==> src/logic/cpu_pkg.sv <==
`default_nettype none

package cpu_pkg;

    typedef logic [15:0] word_t;
    typedef logic [1:0]  reg_addr_t;

    // instruction layout: op | rs | rt | rd | funct, imm in the low byte
    localparam int opcode_msb = 15;
    localparam int rs_msb     = 11;
    localparam int rt_msb     = 9;
    localparam int rd_msb     = 7;
    localparam int imm_width  = 8;

    typedef enum logic [3:0] {
        op_bne   = 4'd0,
        op_beq   = 4'd1,
        op_bgz   = 4'd2,
        op_blz   = 4'd3,
        op_adi   = 4'd4,
        op_ori   = 4'd5,
        op_lhi   = 4'd6,
        op_jmp   = 4'd9,
        op_jal   = 4'd10,
        op_rtype = 4'd15
    } opcode_e;

    typedef enum logic [5:0] {
        fn_add = 6'd0,
        fn_sub = 6'd1,
        fn_and = 6'd2,
        fn_orr = 6'd3,
        fn_not = 6'd4,
        fn_tcp = 6'd5,
        fn_shl = 6'd6,
        fn_shr = 6'd7,
        fn_jpr = 6'd25,
        fn_jrl = 6'd26,
        fn_wwd = 6'd28,
        fn_hlt = 6'd29
    } funct_e;

    // same order as funct 0..7
    typedef enum logic [2:0] {
        alu_add, alu_sub, alu_and, alu_or, alu_not, alu_tcp, alu_shl, alu_shr
    } alu_op_e;

    localparam reg_addr_t link_reg = 2'd2;
    localparam word_t     nop_word = {op_rtype, 6'd0, fn_add};

endpackage

`default_nettype wire

==> src/logic/fetch_stage.sv <==
`timescale 1ns/1ns
`default_nettype none

module fetch_stage import cpu_pkg::*; #(
    parameter word_t reset_pc = '0
) (
    input  wire logic  clk,
    input  wire logic  reset_n,
    input  wire word_t inst,
    input  wire logic  redirect,
    input  wire word_t redirect_pc,
    input  wire logic  stop,
    output word_t      inst_addr,
    output word_t      if_inst,
    output word_t      if_pc,
    output word_t      if_next_pc,
    output logic       if_valid
);

    word_t pc;
    logic  stopped;   // sticky once hlt is seen in decode
    logic  bubble;

    assign inst_addr = pc;
    assign bubble    = redirect | stop | stopped;

    always_ff @(posedge clk) begin
        if (reset_n) begin
            pc       <= reset_pc;
            stopped  <= 1'b0;
            if_valid <= 1'b0;
            if_inst  <= nop_word;
        end else begin
            stopped <= stopped | stop;
            if (redirect) begin
                pc <= redirect_pc;
            end else if (!(stop || stopped)) begin
                pc <= pc + 16'd1;   // always predict pc+1
            end
            if_valid <= ~bubble;
            if_inst  <= bubble ? nop_word : inst;
        end
    end

    // payload only, qualified by if_valid
    always_ff @(posedge clk) begin
        if_pc      <= pc;
        if_next_pc <= pc + 16'd1;
    end

endmodule

`default_nettype wire

==> src/logic/register_file.sv <==
`timescale 1ns/1ns
`default_nettype none

module register_file import cpu_pkg::*; (
    input  wire logic      clk,
    input  wire logic      reset_n,
    input  wire reg_addr_t rs_addr,
    input  wire reg_addr_t rt_addr,
    input  wire reg_addr_t wb_dest,
    input  wire logic      wb_write,
    input  wire word_t     wb_data,
    output word_t          rs_data,
    output word_t          rt_data
);

    localparam int num_regs = 2 ** $bits(reg_addr_t);

    word_t regs [num_regs];

    always_ff @(posedge clk) begin
        if (reset_n) begin
            for (int i = 0; i < num_regs; i++) begin
                regs[i] <= '0;
            end
        end else if (wb_write) begin
            regs[wb_dest] <= wb_data;
        end
    end

    // write-through so a wb in the same cycle is seen by decode
    assign rs_data = (wb_write && wb_dest == rs_addr) ? wb_data : regs[rs_addr];
    assign rt_data = (wb_write && wb_dest == rt_addr) ? wb_data : regs[rt_addr];

endmodule

`default_nettype wire

==> src/logic/decode_stage.sv <==
`timescale 1ns/1ns
`default_nettype none

module decode_stage import cpu_pkg::*; (
    input  wire logic      clk,
    input  wire logic      reset_n,
    input  wire word_t     if_inst,
    input  wire word_t     if_pc,
    input  wire word_t     if_next_pc,
    input  wire logic      if_valid,
    input  wire word_t     rs_data,
    input  wire word_t     rt_data,
    input  wire word_t     ex_result,
    input  wire reg_addr_t ex_dest,
    input  wire logic      ex_write,
    input  wire word_t     mem_result,
    input  wire reg_addr_t mem_dest,
    input  wire logic      mem_write,
    output reg_addr_t      rs_addr,
    output reg_addr_t      rt_addr,
    output logic           redirect,
    output word_t          redirect_pc,
    output logic           stop,
    output logic           id_valid,
    output alu_op_e        id_alu_op,
    output word_t          id_a,
    output word_t          id_b,
    output reg_addr_t      id_rs,
    output reg_addr_t      id_rt,
    output logic           id_use_imm,
    output word_t          id_imm,
    output reg_addr_t      id_dest,
    output logic           id_reg_write,
    output logic           id_link,
    output logic           id_wwd,
    output logic           id_halt,
    output word_t          id_next_pc
);

    opcode_e                opcode;
    funct_e                 funct;
    reg_addr_t              rd;
    logic [imm_width-1:0]   imm;
    word_t                  imm_sext, imm_zext;
    word_t                  fwd_a, fwd_b;
    word_t                  branch_target, jump_target;

    alu_op_e   alu_op;
    logic      use_imm, reg_write, link, wwd, halt, taken;
    word_t     imm_val, link_val, target;
    reg_addr_t dest;

    assign opcode   = opcode_e'(if_inst[opcode_msb -: 4]);
    assign funct    = funct_e'(if_inst[5:0]);
    assign rs_addr  = if_inst[rs_msb -: 2];
    assign rt_addr  = if_inst[rt_msb -: 2];
    assign rd       = if_inst[rd_msb -: 2];
    assign imm      = if_inst[imm_width-1:0];
    assign imm_sext = {{($bits(word_t) - imm_width){imm[imm_width-1]}}, imm};
    assign imm_zext = {{($bits(word_t) - imm_width){1'b0}}, imm};

    //////////////////// branch operands
    assign fwd_a = (ex_write && ex_dest == rs_addr)   ? ex_result  :
                   (mem_write && mem_dest == rs_addr) ? mem_result : rs_data;
    assign fwd_b = (ex_write && ex_dest == rt_addr)   ? ex_result  :
                   (mem_write && mem_dest == rt_addr) ? mem_result : rt_data;

    assign branch_target = if_next_pc + imm_sext;
    assign jump_target   = {if_pc[opcode_msb:rs_msb+1], if_inst[rs_msb:0]};

    always_comb begin
        alu_op    = alu_add;
        use_imm   = 1'b0;
        imm_val   = imm_sext;
        dest      = rd;
        reg_write = 1'b0;
        link      = 1'b0;
        link_val  = if_next_pc;
        wwd       = 1'b0;
        halt      = 1'b0;
        taken     = 1'b0;
        target    = branch_target;
        case (opcode)
            op_bne: taken = fwd_a != fwd_b;
            op_beq: taken = fwd_a == fwd_b;
            op_bgz: taken = $signed(fwd_a) > 16'sd0;
            op_blz: taken = $signed(fwd_a) < 16'sd0;
            op_adi: begin
                use_imm   = 1'b1;
                dest      = rt_addr;
                reg_write = 1'b1;
            end
            op_ori: begin
                alu_op    = alu_or;
                use_imm   = 1'b1;
                imm_val   = imm_zext;
                dest      = rt_addr;
                reg_write = 1'b1;
            end
            op_lhi: begin
                dest      = rt_addr;
                reg_write = 1'b1;
                link      = 1'b1;   // pass-through path carries the upper byte
                link_val  = {imm, {($bits(word_t) - imm_width){1'b0}}};
            end
            op_jmp: begin
                taken  = 1'b1;
                target = jump_target;
            end
            op_jal: begin
                taken     = 1'b1;
                target    = jump_target;
                dest      = link_reg;
                reg_write = 1'b1;
                link      = 1'b1;
            end
            op_rtype: begin
                case (funct)
                    fn_add, fn_sub, fn_and, fn_orr, fn_not, fn_tcp, fn_shl, fn_shr: begin
                        alu_op    = alu_op_e'(funct[2:0]);
                        reg_write = 1'b1;
                    end
                    fn_jpr: begin
                        taken  = 1'b1;
                        target = fwd_a;
                    end
                    fn_jrl: begin
                        taken     = 1'b1;
                        target    = fwd_a;
                        dest      = link_reg;
                        reg_write = 1'b1;
                        link      = 1'b1;
                    end
                    fn_wwd: wwd = 1'b1;
                    fn_hlt: halt = 1'b1;
                    default: ;
                endcase
            end
            default: ;   // loads and stores fall through as no-ops
        endcase
    end

    assign redirect    = if_valid & taken;
    assign redirect_pc = target;
    assign stop        = if_valid & halt;

    //////////////////// id/ex
    always_ff @(posedge clk) begin
        if (reset_n) begin
            id_valid     <= 1'b0;
            id_reg_write <= 1'b0;
            id_link      <= 1'b0;
            id_wwd       <= 1'b0;
            id_halt      <= 1'b0;
        end else begin
            id_valid     <= if_valid;
            id_reg_write <= reg_write;
            id_link      <= link;
            id_wwd       <= wwd;
            id_halt      <= halt;
        end
    end

    always_ff @(posedge clk) begin
        id_alu_op  <= alu_op;
        id_a       <= rs_data;
        id_b       <= rt_data;
        id_rs      <= rs_addr;
        id_rt      <= rt_addr;
        id_use_imm <= use_imm;
        id_imm     <= imm_val;
        id_dest    <= dest;
        id_next_pc <= link_val;
    end

endmodule

`default_nettype wire

==> src/logic/execute_stage.sv <==
`timescale 1ns/1ns
`default_nettype none

module execute_stage import cpu_pkg::*; (
    input  wire logic      clk,
    input  wire logic      reset_n,
    input  wire logic      id_valid,
    input  wire alu_op_e   id_alu_op,
    input  wire word_t     id_a,
    input  wire word_t     id_b,
    input  wire reg_addr_t id_rs,
    input  wire reg_addr_t id_rt,
    input  wire logic      id_use_imm,
    input  wire word_t     id_imm,
    input  wire reg_addr_t id_dest,
    input  wire logic      id_reg_write,
    input  wire logic      id_link,
    input  wire logic      id_wwd,
    input  wire logic      id_halt,
    input  wire word_t     id_next_pc,
    input  wire logic      wb_write,
    input  wire reg_addr_t wb_dest,
    input  wire word_t     wb_data,
    output word_t          ex_result,
    output reg_addr_t      ex_dest,
    output logic           ex_write,
    output logic           mem_valid,
    output word_t          mem_result,
    output reg_addr_t      mem_dest,
    output logic           mem_write,
    output logic           mem_wwd,
    output word_t          mem_wwd_value,
    output logic           mem_halt
);

    word_t op_a, fwd_b, op_b;
    word_t alu_out;

    //////////////////// operand forwarding, mem before wb
    assign op_a = (mem_write && mem_dest == id_rs) ? mem_result :
                  (wb_write && wb_dest == id_rs)   ? wb_data    : id_a;
    assign fwd_b = (mem_write && mem_dest == id_rt) ? mem_result :
                   (wb_write && wb_dest == id_rt)   ? wb_data    : id_b;
    assign op_b = id_use_imm ? id_imm : fwd_b;

    //////////////////// alu
    always_comb begin
        case (id_alu_op)
            alu_add: alu_out = op_a + op_b;
            alu_sub: alu_out = op_a - op_b;
            alu_and: alu_out = op_a & op_b;
            alu_or:  alu_out = op_a | op_b;
            alu_not: alu_out = ~op_a;
            alu_tcp: alu_out = ~op_a + 16'd1;
            alu_shl: alu_out = {op_a[14:0], 1'b0};
            alu_shr: alu_out = {op_a[15], op_a[15:1]};   // arithmetic
            default: alu_out = op_a + op_b;
        endcase
    end

    assign ex_result = id_link ? id_next_pc : alu_out;
    assign ex_dest   = id_dest;
    assign ex_write  = id_valid & id_reg_write;

    //////////////////// ex/mem
    always_ff @(posedge clk) begin
        if (reset_n) begin
            mem_valid <= 1'b0;
            mem_write <= 1'b0;
            mem_wwd   <= 1'b0;
            mem_halt  <= 1'b0;
        end else begin
            mem_valid <= id_valid;
            mem_write <= ex_write;
            mem_wwd   <= id_wwd;
            mem_halt  <= id_halt;
        end
    end

    always_ff @(posedge clk) begin
        mem_result    <= ex_result;
        mem_dest      <= ex_dest;
        mem_wwd_value <= op_a;   // wwd prints rs
    end

endmodule

`default_nettype wire

==> src/logic/writeback_stage.sv <==
`timescale 1ns/1ns
`default_nettype none

module writeback_stage import cpu_pkg::*; (
    input  wire logic      clk,
    input  wire logic      reset_n,
    input  wire logic      mem_valid,
    input  wire word_t     mem_result,
    input  wire reg_addr_t mem_dest,
    input  wire logic      mem_write,
    input  wire logic      mem_wwd,
    input  wire word_t     mem_wwd_value,
    input  wire logic      mem_halt,
    output logic           wb_write,
    output reg_addr_t      wb_dest,
    output word_t          wb_data,
    output word_t          output_port,
    output logic           output_valid,
    output logic           is_halted,
    output word_t          num_inst
);

    logic  wb_valid, wb_wwd, wb_halt;
    logic  halt_q;
    word_t wb_wwd_value;
    word_t port_q;

    //////////////////// mem/wb
    always_ff @(posedge clk) begin
        if (reset_n) begin
            wb_valid <= 1'b0;
            wb_write <= 1'b0;
            wb_wwd   <= 1'b0;
            wb_halt  <= 1'b0;
        end else begin
            wb_valid <= mem_valid;
            wb_write <= mem_valid & mem_write;
            wb_wwd   <= mem_wwd;
            wb_halt  <= mem_halt;
        end
    end

    always_ff @(posedge clk) begin
        wb_dest      <= mem_dest;
        wb_data      <= mem_result;
        wb_wwd_value <= mem_wwd_value;
    end

    //////////////////// status
    assign output_valid = wb_valid & wb_wwd;
    assign output_port  = output_valid ? wb_wwd_value : port_q;   // value shows in the wb slot
    assign is_halted    = halt_q | (wb_valid & wb_halt);

    always_ff @(posedge clk) begin
        if (reset_n) begin
            port_q   <= '0;
            halt_q   <= 1'b0;
            num_inst <= '0;
        end else begin
            if (output_valid) begin
                port_q <= wb_wwd_value;
            end
            halt_q <= is_halted;   // sticky until reset
            if (wb_valid) begin
                num_inst <= num_inst + 16'd1;
            end
        end
    end

endmodule

`default_nettype wire

==> src/logic/cpu.sv <==
`timescale 1ns/1ns
`default_nettype none

module cpu import cpu_pkg::*; #(
    parameter word_t reset_pc = '0
) (
    input  wire logic  clk,
    input  wire logic  reset_n,
    input  wire word_t inst,
    output word_t      inst_addr,
    output word_t      output_port,
    output logic       output_valid,
    output logic       is_halted,
    output word_t      num_inst
);

    // if/id
    word_t     if_inst, if_pc, if_next_pc;
    logic      if_valid;
    logic      redirect, stop;
    word_t     redirect_pc;

    // register file
    reg_addr_t rs_addr, rt_addr;
    word_t     rs_data, rt_data;

    // id/ex
    logic      id_valid, id_use_imm, id_reg_write, id_link, id_wwd, id_halt;
    alu_op_e   id_alu_op;
    word_t     id_a, id_b, id_imm, id_next_pc;
    reg_addr_t id_rs, id_rt, id_dest;

    // ex and ex/mem
    word_t     ex_result, mem_result, mem_wwd_value;
    reg_addr_t ex_dest, mem_dest;
    logic      ex_write, mem_valid, mem_write, mem_wwd, mem_halt;

    // wb
    logic      wb_write;
    reg_addr_t wb_dest;
    word_t     wb_data;

    fetch_stage #(.reset_pc(reset_pc)) u_fetch (
        .clk, .reset_n, .inst, .redirect, .redirect_pc, .stop,
        .inst_addr, .if_inst, .if_pc, .if_next_pc, .if_valid
    );

    register_file u_regs (
        .clk, .reset_n, .rs_addr, .rt_addr, .wb_dest, .wb_write, .wb_data,
        .rs_data, .rt_data
    );

    decode_stage u_decode (
        .clk, .reset_n, .if_inst, .if_pc, .if_next_pc, .if_valid,
        .rs_data, .rt_data,
        .ex_result, .ex_dest, .ex_write, .mem_result, .mem_dest, .mem_write,
        .rs_addr, .rt_addr, .redirect, .redirect_pc, .stop,
        .id_valid, .id_alu_op, .id_a, .id_b, .id_rs, .id_rt, .id_use_imm, .id_imm,
        .id_dest, .id_reg_write, .id_link, .id_wwd, .id_halt, .id_next_pc
    );

    execute_stage u_execute (
        .clk, .reset_n,
        .id_valid, .id_alu_op, .id_a, .id_b, .id_rs, .id_rt, .id_use_imm, .id_imm,
        .id_dest, .id_reg_write, .id_link, .id_wwd, .id_halt, .id_next_pc,
        .wb_write, .wb_dest, .wb_data,
        .ex_result, .ex_dest, .ex_write,
        .mem_valid, .mem_result, .mem_dest, .mem_write, .mem_wwd, .mem_wwd_value, .mem_halt
    );

    writeback_stage u_writeback (
        .clk, .reset_n,
        .mem_valid, .mem_result, .mem_dest, .mem_write, .mem_wwd, .mem_wwd_value, .mem_halt,
        .wb_write, .wb_dest, .wb_data,
        .output_port, .output_valid, .is_halted, .num_inst
    );

endmodule

`default_nettype wire

==> config.mk <==
export PLATFORM = sky130hd
export DESIGN_NAME = cpu
export DESIGN_NICKNAME = d
export VERILOG_FILES = /design/src/logic/cpu_pkg.sv /design/src/logic/fetch_stage.sv /design/src/logic/register_file.sv /design/src/logic/decode_stage.sv /design/src/logic/execute_stage.sv /design/src/logic/writeback_stage.sv /design/src/logic/cpu.sv
export SDC_FILE = /design/constraint.sdc
export NUM_CORES = 1
export LEC_CHECK = 0
export BUFFER_PORTS_ARGS = -buffer_cell sky130_fd_sc_hd__clkbuf_2
export CAP_MARGIN = 20
export CORE_UTILIZATION = 46
export DETAILED_ROUTE_END_ITERATION = 6
export PLACE_DENSITY_LB_ADDON = 0.25
export SLEW_MARGIN = 20
export SYNTH_ARGS = -nofsm -noshare
export SYNTH_HDL_FRONTEND = slang
export SYNTH_SLANG_ARGS = --single-unit
export TNS_END_PERCENT = 1
==> constraint.sdc <==
create_clock -name clk -period 7.8 [get_ports clk]
set_input_delay 1.56 -clock clk [delete_from_list [all_inputs] [get_ports clk]]
set_output_delay 1.56 -clock clk [all_outputs]
set_load 0.005 [all_outputs]
# == After elaboration in Yosys (flattened, before gate mapping) ==
# Memory sizes are Yosys's and may differ from the RTL's. A register that Yosys moved wholly into a read port is not among the register bits.
# Cells that the tools add are included.
# word_totals
register_bits,247
ram_bits,64
in_bits,18
output_inout_bits,50
word_cells,171
memories,1
# op_classes
add_sub_neg,6
order_cmp,2
eq_ne,40
muxes,43
bitwise_logic,15
reduce_logical,25
# memory_table
name,depth,word_bits,rd,rd_ports_with_merged_regs,wr,line,source
u_regs.regs,4,16,2,2,4,register_file.sv:18,word_t regs [num_regs];
# op_table
op,count
$mux 16,18
$pmux 16 s8,1
$add 16x1->16 const B,3
$add 16x16->16,2
$pmux 16 s2,1
$eq 6x3->1 const B,4
$eq 6x5->1 const B,4
$eq 2x2->1,10
$and 16x16->16,1
$eq 16x16->1,1
$gt 16x1->1 const B,1
$lt 16x1->1 const B,1
$ne 16x16->1,1
$not 16->16,1
$or 16x16->16,1
$reduce_or 16->1,1
$sub 16x16->16,1
$mux 1,13
$eq 3x3->1 const B,4
$eq 4x3->1 const B,3
$eq 4x4->1 const B,3
$eq 6x2->1 const B,2
$reduce_or 2->1,6
$logic_and 1x1->1,10
23 further kinds,38

# == Longest topological paths before layout ==
# logic_depth
depth_word,16
ltp_mapped,28
depth_no_buf,25

# == Hierarchy ==
# From an unflattened synthesis, not the netlist that was laid out.
# hier_totals
hier_cells,1617
hier_area_um2,16473.3
# modules_own_cells
module,instances,cells_per_inst,area_per_inst_um2,seq_area_each_um2
execute_stage,1,584,4416.7,760.7
register_file,1,221,3842.4,1921.8
decode_stage,1,415,3794.9,1441.4
fetch_stage,1,215,2235.9,1321.3
writeback_stage,1,182,2183.3,1421.4

# == Worst setup path before layout ==
# OpenSTA, ideal clock, no wires.
# synth_path
path_type,reg2reg
startpoint,reg u_execute.mem_dest[0]
endpoint,reg u_fetch.if_inst[12]
setup_time_ps,134
arrival_ps,5297
required_ps,7666
setup_slack_ps,2369
stages_incl_launch_ff,23
n_path_buf,2
synth_period_minus_slack_ps,5431
cell_sequence,dfxtp_1 -> buf_2 -> xor2_1 -> clkbuf_1 -> or4_1 -> o311ai_0 -> nand2_1 -> nor4_1 -> and3_1 -> nand3_1 -> nand2_1 -> xnor2_1 -> ha_1 -> a2111o_1 -> nor3_1 -> o21ai_0 -> xnor2_1 -> xnor2_1 -> o311ai_1 -> a211oi_1 -> a311oi_4 -> nand3_4 -> or4_1
# synth_via
elab_chain_len,14
word_cells_on_any_way,32
cone_classes,3 x add/sub; 2 x order compare; 6 x eq/ne; 10 x mux; 6 x bitwise; 5 x reduce/logical
# synth_rtl
element,line,source
start: declaration,execute_stage.sv:29,"output reg_addr_t mem_dest,"
start signal: assignment,execute_stage.sv:82,mem_dest <= ex_dest;
$eq 2x2->1 (on tied branches),"execute_stage.sv:42, execute_stage.sv:40",
$logic_and 1x1->1 (on tied branches),"execute_stage.sv:42, execute_stage.sv:40",
$mux 16 (on tied branches),"execute_stage.sv:42, execute_stage.sv:40",
$mux 16 or $not 16->16 (tied branches),"execute_stage.sv:44, execute_stage.sv:53, execute_stage.sv:54",
"$sub 16x16->16, or another cell as far along",execute_stage.sv:50,alu_sub: alu_out = op_a - op_b;
$pmux 16 s8,execute_stage.sv:48,case (id_alu_op)
$mux 16,execute_stage.sv:61,assign ex_result = id_link ? id_next_pc : alu_out;
$mux 16 (on tied branches),"decode_stage.sv:63, decode_stage.sv:65",
"$lt 16x1->1, or another cell as far along",decode_stage.sv:87,op_blz: taken = $signed(fwd_a) < 16'sd0;
$pmux 1 s6 *,decode_stage.sv:83,case (opcode)
$and 1x1->1 *,decode_stage.sv:143,assign redirect = if_valid & taken;
$or 1x1->1 * (2 in a row),fetch_stage.sv:25,assign bubble = redirect | stop | stopped;
$reduce_or 2->1 (no line) *,--,
end signal: assignment,fetch_stage.sv:32,if_inst <= nop_word;
end signal: assignment,fetch_stage.sv:41,if_inst <= bubble ? nop_word : inst;
end: declaration,fetch_stage.sv:14,"output word_t if_inst,"
# Mark *: on every way between the ends. The rest lies on a longest branch, timed or not.
# A chain may end at the register's enable or synchronous reset.

# == Worst setup path after layout ==
# layout_path
startpoint,reg u_writeback.wb_dest[1]
endpoint,reg u_fetch.pc[0] (netlist: u_fetch.inst_addr[0])
# layout_via
elab_chain_len,13
word_cells_on_any_way,37
cone_classes,3 x add/sub; 2 x order compare; 7 x eq/ne; 17 x mux; 4 x bitwise; 4 x reduce/logical
# layout_rtl
element,line,source
start: declaration,writeback_stage.sv:15,"output reg_addr_t wb_dest,"
start signal: assignment,writeback_stage.sv:44,wb_dest <= mem_dest;
$eq 2x2->1 (on tied branches),"execute_stage.sv:43, execute_stage.sv:41",
$logic_and 1x1->1 (on tied branches),"execute_stage.sv:43, execute_stage.sv:41",
$mux 16 (on tied branches),"execute_stage.sv:43, execute_stage.sv:41",
$mux 16 (on tied branches),"execute_stage.sv:42, execute_stage.sv:40",
$mux 16 or $not 16->16 (tied branches),"execute_stage.sv:44, execute_stage.sv:53, execute_stage.sv:54",
"$sub 16x16->16, or another cell as far along",execute_stage.sv:50,
$pmux 16 s8,execute_stage.sv:48,
$mux 16,execute_stage.sv:61,
$mux 16 (on tied branches),"decode_stage.sv:63, decode_stage.sv:65",
"$lt 16x1->1, or another cell as far along",decode_stage.sv:87,
$pmux 1 s6,decode_stage.sv:83,
$and 1x1->1,decode_stage.sv:143,
$ne 2x1->1 (no line) or $mux 16 (tied branches),--,
end signal: assignment,fetch_stage.sv:29,pc <= reset_pc;
end signal: assignment,fetch_stage.sv:36,pc <= redirect_pc;
end signal: assignment,fetch_stage.sv:38,pc <= pc + 16'd1;
end: declaration,fetch_stage.sv:20,word_t pc;
# Several ways; a longest one is shown, not always the timed one.

==> results.md <==
* Final Hold Viols at 0
* Clk_lat worst skew at around 560 ps
* Commonest non-fill, non-tap cell in the layout: dfxtp_1
* Final Instance Area at between 15,000 and 20,000 um2
* Antenna Cells at 0
* Crit Path Max Fanout at 18
* Worst Tran Pin Value at about 930 ps
* Final Net Count at about 1,900
* Setup repair bufs after CTS at 0
* Critical path required time at approximately 8200 ps
* WL final at approximately 56 mm
* Post-synth EDFFs at 64
* All-Layer GR Usage at just under 30%
* Worst path slowest cell: dfxtp_1
* Vias at 15,000
* Hold Crit Class: reg2reg
* Synth top area share at a little over a quarter
* Number of max-cap violations at 0
* Buffer depth of the longest clock path at 3
* WHS at approximately 330 ps
* Lkg Pwr at 7.50 nW
* Number of antenna violations at the first check in global routing at 1
* Full die area at ~38,000 um2
* Die width at a little under 200 um
* Synth Net Count at between 1,500 and 2,000
* Most frequent cells in the layout: dfxtp_1, nor2_1, nand2_1
* Detail Route Antenna Nets at 0
* Pins over their slew limit at 0
* Die H at 196 um
* Clock period minus worst slack at between 7000 and 8000 ps
* Core area at about 37,000 um2
* RSZ-0062 raised after global routing: no
* Total global routing overflow at 0
* Commonest register cell after synthesis: dfxtp_1
* Crit path top cell by count: o21ai_0
* Top cell type by total area after synthesis: dfxtp_1
* Top post-synthesis cells by area: dfxtp_1, edfxtp_1, mux4_2
* Yosys warnings at 0
* Cells after Synth at 1,847
* CTS resizes at 0
* First-pass GRT wire length at about 86 mm
* DRT iter0 DRCs at roughly 1,700
* HPWL after detailed placement at 42.1 mm
* Async SR Flop Fraction at 0%
* Slew Limit Headroom at about two fifths
* Worst vdd ir at 158 uV
* Syn_area_per_cell at about 9.4 um2
* TritonRoute pass-1 iters at 6
* Avg Vias per Cell at around 6.3
* Critical Path Max Stage Delay at 740 ps
* Status: finished clean
* Initial Util at roughly 47%
* Critical path class: reg2reg
* Core Util, Final at a little over half
* Worst EP arrival at roughly 7600 ps
* Placer congestion estimate at 1.06
* Pin count of the biggest net entering global routing at 81
* H-tree lvl count at 2
* IO Pins at between 60 and 70
* Power Dens Cells at between 200 and 250 nW/um2
* CTS tree: built
* Wire length per cell at about 24 um
* Finish-stage setup viols at 0
* Yosys reg bits at ~300
* Share of post-route cells with drive strength above 1 at 17.4%
* Residual DRC at 0
* Clock Sinks at roughly 300
* Area Overhead vs Synth at 11.6%
* Synth unique cells at 95
* FP Rows at 70
* Crit. End Element: flop
* Fin Clk Skew at 21.0 ps
* F_max at 140 MHz
* Synthesized cell area at between 15,000 and 20,000 um2
* Port Buffers at 67
* CTS Hold Bufs at 0
* Final Cycle Share at 91.8%
* Number of global-route vias before repair at 14,300
* Crit start category: flop
* Sequential-to-total area share from yosys stat at around two fifths
* Clk pin slew, worst setup/hold paths at about 60 ps
* Placed Instance Area at 18,100 um2
* Sum Neg Setup Slack at 0 ps
* CTS root buffer: clkbuf_16
* Total CTS buffers at 35
kinds of logic (layout without fill, tap and decap cells):
| family | Yosys count | after routing | synth area share [%] |
|---|---|---|---|
| AND/OR/NAND/NOR | 679 | 679 | 20.5 |
| AO/OA/AOI/OAI | 419 | 419 | 17.9 |
| flip-flops | 299 | 299 | 38.4 |
| buffers and inverters | 174 | 244 | 4.55 |
| XOR/XNOR | 123 | 123 | 6.37 |
| multiplexers | 115 | 115 | 9.47 |
| adder cells (fa/ha/maj) | 38 | 38 | 2.84 |
path summary, 6_finish.rpt:
| kind | from | end | slack (ps) | cells past startpoint |
|---|---|---|---|---|
| worst max-delay path | u_writeback.wb_dest[1] | u_fetch.inst_addr[0] | 640 | 25 |
| worst min-delay path | u_execute.mem_wwd_value[12] | u_writeback.wb_wwd_value[12] | 330 | 0 |
| worst max register to register | u_writeback.wb_dest[1] | u_fetch.inst_addr[0] | 640 | 25 |
| worst min register to register | u_execute.mem_wwd_value[12] | u_writeback.wb_wwd_value[12] | 330 | 0 |
layer usage:
layer  GRT usage (%)  vias up  part of all wire [%]
met5               0        -                 0.020
met4            11.3        2                   3.7
met3            4.64      130                   7.5
met2            46.4      686                    45
met1            40.0     7252                    44
li1                -     6932                     -
stage by stage:
step	power, mW	setup WS, ps	std cells
final	4.62	643	2385
after floorplan	2.55	2370	1847
after detailed placement	2.92	861	2324
after global routing	4.80	202	2385
after global placement	2.92	980	2324
after CTS	4.62	837	2385
critical path: cells and delay by family, from the launching register on:
kind | cells | cell delay, ps
AOI/OAI and AO/OA | 11 | 2880
and+or+nand+nor | 7 | 1490
buffers and inverters | 3 | 750
DFF | 1 | 740
xor gates and xnor gates | 2 | 490
adders and majority gates | 1 | 340
muxes | 1 | 320
cell usage after synthesis (all sizes together), types with 50 or more instances:
master,n
a21oi,77
and2,75
clkbuf,70
dfxtp,235
edfxtp,64
inv,59
mux2,67
nand2,148
nor2,155
nor4,50
o21ai,53
xnor2,55
xor2,68
where the power goes:
part	switching, mW	leakage [nW]	total, mW	internal, mW
clock	0.676	0.574	1.70	1.02
combinational	0.616	4.33	0.981	0.364
sequential	0.208	2.60	1.94	1.74
area by class of cell:
type                    instances  area (um2)
well taps                     468         586
fillers                      3409       17500
inverters                      61         231
repair buffers                122         751
flip-flops and latches        299        6630
clock inverters                18         215
clock buffers                  43         968
multi-input cells            1374        9890
state kept, by name, indices dropped and copies added, names as in the netlist, 3 cells and up:
| name | flops |
|---|---|
| u_writeback.port_q | 16 |
| u_regs.regs | 64 |
| u_writeback.wb_wwd_value | 16 |
| u_fetch.if_next_pc | 16 |
| u_writeback.num_inst | 16 |
| u_fetch.inst_addr | 16 |
| u_decode.id_next_pc | 16 |
| u_decode.id_b | 16 |
| u_execute.mem_result | 16 |
| u_decode.id_a | 16 |
| u_fetch.if_pc | 4 |
| u_decode.id_imm | 9 |
| u_execute.mem_wwd_value | 16 |
| u_fetch.if_inst | 16 |
| u_writeback.wb_data | 16 |
| u_decode.id_alu_op | 3 |
Power figures use the tool's default switching activity.
